[config.mk]
export PLATFORM = sky130hd
export DESIGN_NAME = aes_top
export DESIGN_NICKNAME = d
export VERILOG_FILES = /design/src/hw/aes_pkg.sv /design/src/hw/aes_mix_column.sv /design/src/hw/aes_ctrl.sv /design/src/hw/aes_sbox_seq.sv /design/src/hw/aes_key_sched.sv /design/src/hw/aes_state_path.sv /design/src/hw/aes_top.sv
export SDC_FILE = /design/constraint.sdc
export NUM_CORES = 1
export LEC_CHECK = 0
export BUFFER_PORTS_ARGS = -buffer_cell sky130_fd_sc_hd__buf_4
export CAP_MARGIN = 20
export CORE_MARGIN = 2
export CORE_UTILIZATION = 60
export CTS_BUF_LIST = sky130_fd_sc_hd__clkbuf_8
export DETAILED_ROUTE_END_ITERATION = 10
export PLACE_DENSITY = 0.82
export SLEW_MARGIN = 20
export SYNTH_ARGS = -nofsm -noshare
export SYNTH_HDL_FRONTEND = slang
export SYNTH_SLANG_ARGS = --single-unit
[constraint.sdc]
create_clock -name clk -period 3.96 [get_ports clk]
set_input_delay 0.396 -clock clk [delete_from_list [all_inputs] [get_ports clk]]
set_output_delay 0.396 -clock clk [all_outputs]
set_load 0.02 [all_outputs]
[src/hw/aes_pkg.sv]
`default_nettype none

package aes_pkg;

  typedef logic [7:0]  aes_byte_t;
  typedef logic [31:0] aes_word_t;

  // byte 0 and column 0 sit at the top of the block
  typedef union packed {
    aes_byte_t [0:15] bytes;
    aes_word_t [0:3]  cols;
  } aes_block_u;

  typedef enum logic [2:0] {
    phase_idle,
    phase_add_key,
    phase_sub_bytes,
    phase_shift_rows,   // key expansion runs here too
    phase_mix_columns
  } aes_phase_e;

  typedef struct packed {
    aes_phase_e phase;
    logic [3:0] round;
    logic       first_round;
  } aes_ctrl_t;

  typedef struct packed {
    aes_block_u block;
    aes_word_t  key_word;   // SubWord(RotWord(w3))
    logic       done;
  } aes_sub_t;

  localparam int        num_rounds  = 10;
  localparam aes_byte_t gf_poly     = 8'h1b;
  localparam int        state_bytes = 16;
  localparam int        sbox_reads  = 20;   // state bytes then rotated key word

  function automatic aes_byte_t rcon(input logic [3:0] round);
    case (round)
      4'd1:    return 8'h01;
      4'd2:    return 8'h02;
      4'd3:    return 8'h04;
      4'd4:    return 8'h08;
      4'd5:    return 8'h10;
      4'd6:    return 8'h20;
      4'd7:    return 8'h40;
      4'd8:    return 8'h80;
      4'd9:    return 8'h1b;
      4'd10:   return 8'h36;
      default: return 8'h00;
    endcase
  endfunction

endpackage

`default_nettype wire

[src/hw/aes_mix_column.sv]
`default_nettype none

module aes_mix_column (
  input  wire aes_pkg::aes_word_t col_i,
  output aes_pkg::aes_word_t      col_o
);

  aes_pkg::aes_byte_t [0:3] a;
  aes_pkg::aes_byte_t [0:3] x;
  aes_pkg::aes_byte_t [0:3] m;

  // multiply by 2 in GF(2^8)
  function automatic aes_pkg::aes_byte_t xtime(input aes_pkg::aes_byte_t b);
    return {b[6:0], 1'b0} ^ (b[7] ? aes_pkg::gf_poly : 8'h00);
  endfunction

  assign a = col_i;

  // row i of the circulant 2 3 1 1 matrix
  for (genvar i = 0; i < 4; i++)
  begin : g_row
    assign x[i] = xtime(a[i]);
    assign m[i] = x[i] ^ x[(i+1)%4] ^ a[(i+1)%4] ^ a[(i+2)%4] ^ a[(i+3)%4];
  end

  assign col_o = m;

endmodule

`default_nettype wire

[src/hw/aes_ctrl.sv]
`default_nettype none

module aes_ctrl (
  input  wire                clk,
  input  wire                rst,
  input  wire                sub_done_i,
  output logic               done_o,
  output aes_pkg::aes_ctrl_t ctrl_o
);

  localparam logic [3:0] last_round = 4'(aes_pkg::num_rounds);

  aes_pkg::aes_phase_e phase_q;
  aes_pkg::aes_phase_e phase_d;
  logic [3:0]          round_q;

  always_comb
  begin
    phase_d = phase_q;
    case (phase_q)
      aes_pkg::phase_idle:        phase_d = aes_pkg::phase_add_key;
      aes_pkg::phase_add_key:     phase_d = aes_pkg::phase_sub_bytes;
      aes_pkg::phase_sub_bytes:
      begin
        if (sub_done_i)
          phase_d = aes_pkg::phase_shift_rows;
      end
      aes_pkg::phase_shift_rows:
      begin
        // last round goes straight to the final key add
        if (round_q < last_round)
          phase_d = aes_pkg::phase_mix_columns;
        else
          phase_d = aes_pkg::phase_add_key;
      end
      aes_pkg::phase_mix_columns: phase_d = aes_pkg::phase_add_key;
      default:                    phase_d = aes_pkg::phase_idle;
    endcase
  end

  always_ff @(posedge clk)
  begin
    if (rst)
    begin
      phase_q <= aes_pkg::phase_idle;
      round_q <= 4'd0;
    end
    else if (done_o)
    begin
      phase_q <= aes_pkg::phase_idle;   // restart on next block
      round_q <= 4'd0;
    end
    else
    begin
      phase_q <= phase_d;
      if (phase_q == aes_pkg::phase_add_key)
        round_q <= round_q + 4'd1;
    end
  end

  // the final key add ends the block, round is 11 while done is high
  always_ff @(posedge clk)
  begin
    if (rst)
      done_o <= 1'b0;
    else
      done_o <= (phase_q == aes_pkg::phase_add_key) && (round_q == last_round);
  end

  assign ctrl_o.phase       = phase_q;
  assign ctrl_o.round       = round_q;
  assign ctrl_o.first_round = (round_q == 4'd0);

  a_done_pulse: assert property (@(posedge clk) disable iff (rst)
    done_o |=> !done_o);

  // sub_bytes only ends on the sequencer's done or a finished block
  a_sub_hold: assert property (@(posedge clk) disable iff (rst)
    (phase_q == aes_pkg::phase_sub_bytes && !sub_done_i && !done_o)
      |=> phase_q == aes_pkg::phase_sub_bytes);

endmodule

`default_nettype wire

[src/hw/aes_sbox_seq.sv]
`default_nettype none

module aes_sbox_seq #(
  parameter int rom_latency = 1
) (
  input  wire                 clk,
  input  wire                 rst,
  input  wire aes_pkg::aes_ctrl_t  ctrl_i,
  input  wire aes_pkg::aes_block_u state_i,
  input  wire aes_pkg::aes_word_t  key_word_i,
  input  wire aes_pkg::aes_byte_t  rom_data_i,
  output aes_pkg::aes_byte_t  rom_addr_o,
  output aes_pkg::aes_sub_t   sub_o
);

  localparam int last_count = aes_pkg::sbox_reads + rom_latency;
  localparam int cnt_w      = $clog2(last_count + 1);
  localparam int idx_w      = $clog2(aes_pkg::sbox_reads);

  logic [cnt_w-1:0]        cnt_q;
  logic                    active;
  logic                    issue;
  logic                    seq_done;
  logic [idx_w-1:0]        issue_idx;
  aes_pkg::aes_byte_t [0:3] key_bytes;
  aes_pkg::aes_byte_t      issue_byte;
  logic [idx_w-1:0]        idx_pipe [0:rom_latency];
  logic [rom_latency:0]    vld_pipe;
  logic [idx_w-1:0]        cap_idx;
  aes_pkg::aes_block_u     res_block;
  aes_pkg::aes_byte_t [0:3] res_key;

  assign active    = (ctrl_i.phase == aes_pkg::phase_sub_bytes);
  assign issue     = active && (cnt_q < cnt_w'(aes_pkg::sbox_reads));
  assign seq_done  = active && (cnt_q == cnt_w'(last_count));
  assign issue_idx = idx_w'(cnt_q);
  assign key_bytes = key_word_i;
  assign cap_idx   = idx_pipe[rom_latency];

  // state bytes first, then the rotated key word
  assign issue_byte = (issue_idx < idx_w'(aes_pkg::state_bytes))
                    ? state_i.bytes[issue_idx[3:0]] : key_bytes[issue_idx[1:0]];

  always_ff @(posedge clk)
  begin
    if (rst)
      cnt_q <= '0;
    else if (!active || seq_done)
      cnt_q <= '0;
    else
      cnt_q <= cnt_q + 1'b1;
  end

  always_ff @(posedge clk)
  begin
    if (rst)
    begin
      rom_addr_o <= '0;
      vld_pipe   <= '0;
    end
    else
    begin
      if (issue)
        rom_addr_o <= issue_byte;
      vld_pipe[0] <= issue;
      for (int i = 1; i <= rom_latency; i++)
        vld_pipe[i] <= vld_pipe[i-1];
    end
  end

  // index follows its address through the ROM
  always_ff @(posedge clk)
  begin
    idx_pipe[0] <= issue_idx;
    for (int i = 1; i <= rom_latency; i++)
      idx_pipe[i] <= idx_pipe[i-1];
    if (vld_pipe[rom_latency])
    begin
      if (cap_idx < idx_w'(aes_pkg::state_bytes))
        res_block.bytes[cap_idx[3:0]] <= rom_data_i;
      else
        res_key[cap_idx[1:0]] <= rom_data_i;
    end
  end

  assign sub_o.block    = res_block;
  assign sub_o.key_word = res_key;
  assign sub_o.done     = seq_done;

  a_cnt_range: assert property (@(posedge clk) disable iff (rst)
    cnt_q <= cnt_w'(last_count));

endmodule

`default_nettype wire

[src/hw/aes_key_sched.sv]
`default_nettype none

module aes_key_sched (
  input  wire                      clk,
  input  wire                      rst,
  input  wire aes_pkg::aes_ctrl_t  ctrl_i,
  input  wire aes_pkg::aes_block_u key_i,
  input  wire aes_pkg::aes_word_t  sub_word_i,
  output aes_pkg::aes_block_u      round_key_o,
  output aes_pkg::aes_word_t       rot_word_o
);

  aes_pkg::aes_block_u key_q;
  aes_pkg::aes_word_t  last_word_q;   // w3 before RotWord
  aes_pkg::aes_block_u next_key;
  aes_pkg::aes_word_t  rcon_word;

  assign rcon_word = {aes_pkg::rcon(ctrl_i.round), 24'h000000};

  // standard chain, each word folds in its new neighbor
  always_comb
  begin
    next_key.cols[0] = key_q.cols[0] ^ sub_word_i ^ rcon_word;
    next_key.cols[1] = key_q.cols[1] ^ next_key.cols[0];
    next_key.cols[2] = key_q.cols[2] ^ next_key.cols[1];
    next_key.cols[3] = last_word_q ^ next_key.cols[2];
  end

  always_ff @(posedge clk)
  begin
    if (rst)
    begin
      key_q       <= '0;
      last_word_q <= '0;
    end
    else
    begin
      case (ctrl_i.phase)
        aes_pkg::phase_idle:
        begin
          key_q <= key_i;   // cipher key for round 0
        end
        aes_pkg::phase_add_key:
        begin
          last_word_q   <= key_q.cols[3];
          key_q.cols[3] <= {key_q.cols[3][23:0], key_q.cols[3][31:24]};
        end
        aes_pkg::phase_shift_rows:
        begin
          key_q <= next_key;
        end
        default:
        begin
          key_q <= key_q;
        end
      endcase
    end
  end

  assign round_key_o = key_q;
  assign rot_word_o  = key_q.cols[3];   // rotated during sub_bytes

endmodule

`default_nettype wire

[src/hw/aes_state_path.sv]
`default_nettype none

module aes_state_path (
  input  wire                      clk,
  input  wire                      rst,
  input  wire aes_pkg::aes_ctrl_t  ctrl_i,
  input  wire                      done_i,
  input  wire aes_pkg::aes_block_u plaintext_i,
  input  wire aes_pkg::aes_block_u key_i,
  input  wire aes_pkg::aes_block_u round_key_i,
  input  wire aes_pkg::aes_sub_t   sub_i,
  input  wire aes_pkg::aes_block_u mixed_i,
  output aes_pkg::aes_block_u      state_o
);

  aes_pkg::aes_block_u state_q;
  aes_pkg::aes_block_u shifted;
  aes_pkg::aes_block_u state_d;

  // row r rotates left by r columns
  always_comb
  begin
    for (int c = 0; c < 4; c++)
    begin
      for (int r = 0; r < 4; r++)
        shifted.bytes[4*c + r] = state_q.bytes[4*((c + r) % 4) + r];
    end
  end

  always_comb
  begin
    state_d = state_q;
    case (ctrl_i.phase)
      aes_pkg::phase_add_key:
      begin
        if (ctrl_i.first_round)
          state_d = plaintext_i ^ key_i;
        else
          state_d = state_q ^ round_key_i;
      end
      aes_pkg::phase_sub_bytes:
      begin
        if (sub_i.done)
          state_d = sub_i.block;
      end
      aes_pkg::phase_shift_rows:  state_d = shifted;
      aes_pkg::phase_mix_columns: state_d.cols = mixed_i.cols;
      default:                    state_d = state_q;
    endcase
  end

  always_ff @(posedge clk)
  begin
    if (rst)
      state_q <= '0;
    else if (done_i)
      state_q <= '0;   // ciphertext already out
    else
      state_q <= state_d;
  end

  assign state_o = state_q;

endmodule

`default_nettype wire

[src/hw/aes_top.sv]
`default_nettype none

module aes_top #(
  parameter int rom_latency = 1
) (
  input  wire          clk,
  input  wire          rst,
  input  wire  [127:0] plaintext_i,
  input  wire  [127:0] key_i,
  input  wire  [7:0]   rom_data_i,
  output logic [7:0]   rom_addr_o,
  output logic [127:0] ciphertext_o,
  output logic         done_o
);

  aes_pkg::aes_ctrl_t       ctrl;
  aes_pkg::aes_sub_t        sub;
  aes_pkg::aes_block_u      state;
  aes_pkg::aes_block_u      round_key;
  aes_pkg::aes_word_t       rot_word;
  aes_pkg::aes_word_t [0:3] mixed_cols;
  logic                     done;

  aes_ctrl u_ctrl (
    .clk        (clk),
    .rst        (rst),
    .sub_done_i (sub.done),
    .done_o     (done),
    .ctrl_o     (ctrl)
  );

  aes_sbox_seq #(.rom_latency(rom_latency)) u_sbox_seq (
    .clk        (clk),
    .rst        (rst),
    .ctrl_i     (ctrl),
    .state_i    (state),
    .key_word_i (rot_word),
    .rom_data_i (rom_data_i),
    .rom_addr_o (rom_addr_o),
    .sub_o      (sub)
  );

  aes_key_sched u_key_sched (
    .clk         (clk),
    .rst         (rst),
    .ctrl_i      (ctrl),
    .key_i       (key_i),
    .sub_word_i  (sub.key_word),
    .round_key_o (round_key),
    .rot_word_o  (rot_word)
  );

  aes_state_path u_state_path (
    .clk         (clk),
    .rst         (rst),
    .ctrl_i      (ctrl),
    .done_i      (done),
    .plaintext_i (plaintext_i),
    .key_i       (key_i),
    .round_key_i (round_key),
    .sub_i       (sub),
    .mixed_i     (mixed_cols),
    .state_o     (state)
  );

  for (genvar c = 0; c < 4; c++)
  begin : g_mix
    aes_mix_column u_mix (
      .col_i (state.cols[c]),
      .col_o (mixed_cols[c])
    );
  end

  assign ciphertext_o = state;
  assign done_o       = done;

endmodule

`default_nettype wire

==> results.toml <==
[run_status]
status = "finished, final reports clean"

[global_route]
use_met2 = 0.702
met1_usage = 0.614
grt.busiest_layer = "met2"
grt_usage = 0.500
antenna_found_initial = 6
grt_pass1_wl_um = 192000
grt.overflow.total = 0
gr-usage-met3 = 0.185
grt_max_degree = 116
grt_pass1_vias = 26800

[placed_design]
port-buffer-count = 402
dp_hpwl_um = 98300
place_ws_ps = 1170
gp_congestion = 1.08

[routing]
drt_pass1_iterations = 6
final_antenna_net_count = 0
post_drt_via_cell_ratio = 6.87
drc = 0
wl_per_cell_um = 31.8
totalWireLength_um = 137000
first_iter_violations = 6121
num_vias = 29700

[min_path]
hold_start = "key_i[94]"
min_path_type = "input port to register"

[yosys]
yosys_warnings = 0
ys_seq_area_frac = 0.367
syn_avg_cell_area_um2 = 9.18
syn_area_um2 = 31100
post_synth_and_or_nand_nor_area_fraction = 0.0788
synth_xor_area_frac = 0.238
synth_top_family_by_area = "XOR/XNOR gates"
synth_adder_area_share = 0.00362
synth_seq_cells = 489
synth_edf_count = 160
yosys.cell_types.count = 64
synthMuxAreaShare = 0.0806
synth_nets = 3659
synth_ff_type = "dfxtp_1"
synth_compound_area_frac = 0.176
synth_async_sr_flop_share = 0
synth_cells = 3384

[layout]
nets = 3842
drive_gt1_frac = 0.174
num-fill-cells = 4099
syn2layout_area_growth_pct = 14.8
multi_input_area_um2 = 18000
seqCellArea_um2 = 11400
final_util = 0.695

[power]
total_power_uw = 23900
ir_drop_uv = 348
powerDensity_nw_per_um2 = 669
leakage_uw = 0.0136

[timing]
rsz0062_at_grt = "false"
fin_crit_sh = 0.727
hold_viol = 0
tns_ps = 0
fin_ws_ps = 1080
clock.fmax_mhz = 347
drv_slew = 0
clock_skew_ps = 36.0
period_minus_slack_ps = 2880
finalSetupViolCount = 0
worst_pin_slew_ps = 1220
max_slew_margin = 0.183
hold_slack_ps = 2.29

[setup_path]
r2r_slack_ps = 1080
crit_top_cell = "buf_4"
crit_buf_inv = 2
r2r_start = "u_ctrl.phase_q[1]"
r2r_end = "u_state_path.state_o[93]"
path_cells = "buf_4, and2b_1, a21oi_1, o21ai_4, buf_4, o21ai_0, a31oi_1"
crit_start = "u_ctrl.phase_q[1]"
critical_path_required_ps = 4590
crit_fanout = 37
path_class = "register to register"
cp_data_arrival_time_ps = 3510
crit_family = "compound AO/OA/AOI/OAI gates"
cp-start-kind = "register"
cpMaxStageDelayCell = "o21ai_4"
cpPeakStageDelay_ps = 610
crit_cells = 7
cp-endpoint = "u_state_path.state_o[93]"
end_kind = "register"
r2r_cells = 7

[floorplanning]
die_h_um = 232
rows = 83
start_util = 0.606
coreArea_um2 = 51300
die-width_um = 232
ios = 403
die_area_um2 = 53600

[clocking]
clock_sinks = 489
clk_latency_ps = 730
clkTransAtPathRegs_ps = 70
htreeDepth = 3
cts.path.max_buffers = 3
cts_buffers = 84
cts_tree = "done"
post-cts-setup-buffer-count = 0
clockRootBuffer = "clkbuf_8"

[job]
max_cap_violations = 0
## what timing repair did
item	4_1_cts	5_1_grt
endpoints found under the hold margin	1	0
hold buffers	1	0
gates resized for setup	0	0
## metrics by stage
stage,instance area [µm²],std cells
floorplan,31100,3384
global placement,34000,4160
detailed placement,34000,4160
CTS,35600,4318
global route,35700,4320
finish,35700,4324
## cells in the mapped netlist (7+ instances only)
library cell / count / area, µm²
o211ai_1: 32 / 240
mux2i_1: 177 / 1770
dfxtp_1: 329 / 6590
buf_2: 113 / 566
nor2_1: 220 / 826
xor2_1: 323 / 2830
a311oi_1: 23 / 201
inv_1: 62 / 233
o22ai_1: 78 / 488
a32o_1: 9 / 90.1
o21ai_0: 162 / 811
o21ai_1: 72 / 360
nand2_1: 184 / 691
a221oi_1: 24 / 210
a21oi_1: 320 / 1600
buf_4: 12 / 90.1
clkbuf_1: 220 / 826
a211oi_1: 78 / 586
a31oi_1: 35 / 219
mux4_2: 32 / 721
nand3b_1: 31 / 233
o32ai_1: 32 / 280
nand2b_1: 21 / 131
xnor3_1: 22 / 495
xnor2_1: 442 / 3870
a22oi_1: 33 / 248
nor3_1: 52 / 260
edfxtp_1: 160 / 4800
nor2b_1: 7 / 43.8
ha_1: 9 / 113
## cells by family (layout without fill, tap and decap cells)
kind of cell / count (synthesis) / in the layout
buffers and inverters: 414 / 668
other: 0 / 6
XOR/XNOR: 798 / 798
adder cells (fa/ha/maj): 9 / 9
AND/OR/NAND/NOR: 549 / 549
multiplexers: 210 / 210
AO/OA/AOI/OAI: 915 / 915
flip-flops: 489 / 489
## per-layer routing
layer  share of wire  routed length, µm
met1            0.33              45300
met2            0.40              54900
met3            0.17              22900
met4            0.10              14200
met5        0.000087                 12
## registers in the layout, indices dropped and copies added (netlist names)
signal,cells
u_ctrl.done_o,1
u_ctrl.phase_q,3
u_ctrl.round_q,4
u_key_sched.last_word_q,32
u_key_sched.rcon_word,8
u_key_sched.round_key_o,128
u_sbox_seq.cnt_q,5
u_sbox_seq.idx_pipe,10
u_sbox_seq.res_block,128
u_sbox_seq.rom_addr_o,8
u_sbox_seq.sub_o,32
u_sbox_seq.vld_pipe,2
u_state_path.state_o,128
## worst min-delay path, cell delays in order
cell and delay, ps:
buf_4 90, a22oi_1 70, o32ai_1 110
## layout by cell type, fill, tap and decap left out, types with 78 or more instances in the layout
cell,Yosys,layout
xor2_1,323,323
nor2_1,220,218
a21oi_1,320,320
o22ai_1,78,78
inv_1,62,94
clkbuf_8,0,100
buf_4,12,435
nand2_1,184,182
xnor2_1,442,442
a211oi_1,78,78
edfxtp_1,160,160
o21ai_0,162,162
dfxtp_1,329,326
mux2i_1,177,177
## worst min path at each step
stage / end / cells past startpoint / slack, ps
CTS: u_key_sched.round_key_o[94] / 3 / 0.2
detailed placement: u_sbox_seq.idx_pipe[0][5] / 0 / 310
finish: u_key_sched.round_key_o[94] / 3 / 2
global placement: u_sbox_seq.idx_pipe[0][7] / 0 / 310
floorplan: u_sbox_seq.idx_pipe[0][5] / 0 / 310
global route: u_key_sched.round_key_o[89] / 3 / 20
## layout make-up
cell class | count | share of cell area
diodes | 6 | 0.000421
multi-input cells | 2481 | 0.506
clock inverters | 57 | 0.00705
inverters | 63 | 0.00663
flip-flops and latches | 489 | 0.320
clock buffers | 100 | 0.0386
repair buffers | 448 | 0.0983
well taps | 680 | 0.0239
## where the power goes
group / switching, µW / internal (µW)
clock: 2300 / 2300
sequential: 2010 / 5830
combinational: 6730 / 4680
total: 11000 / 12800
No activity file was read; power rests on OpenSTA's default activity.
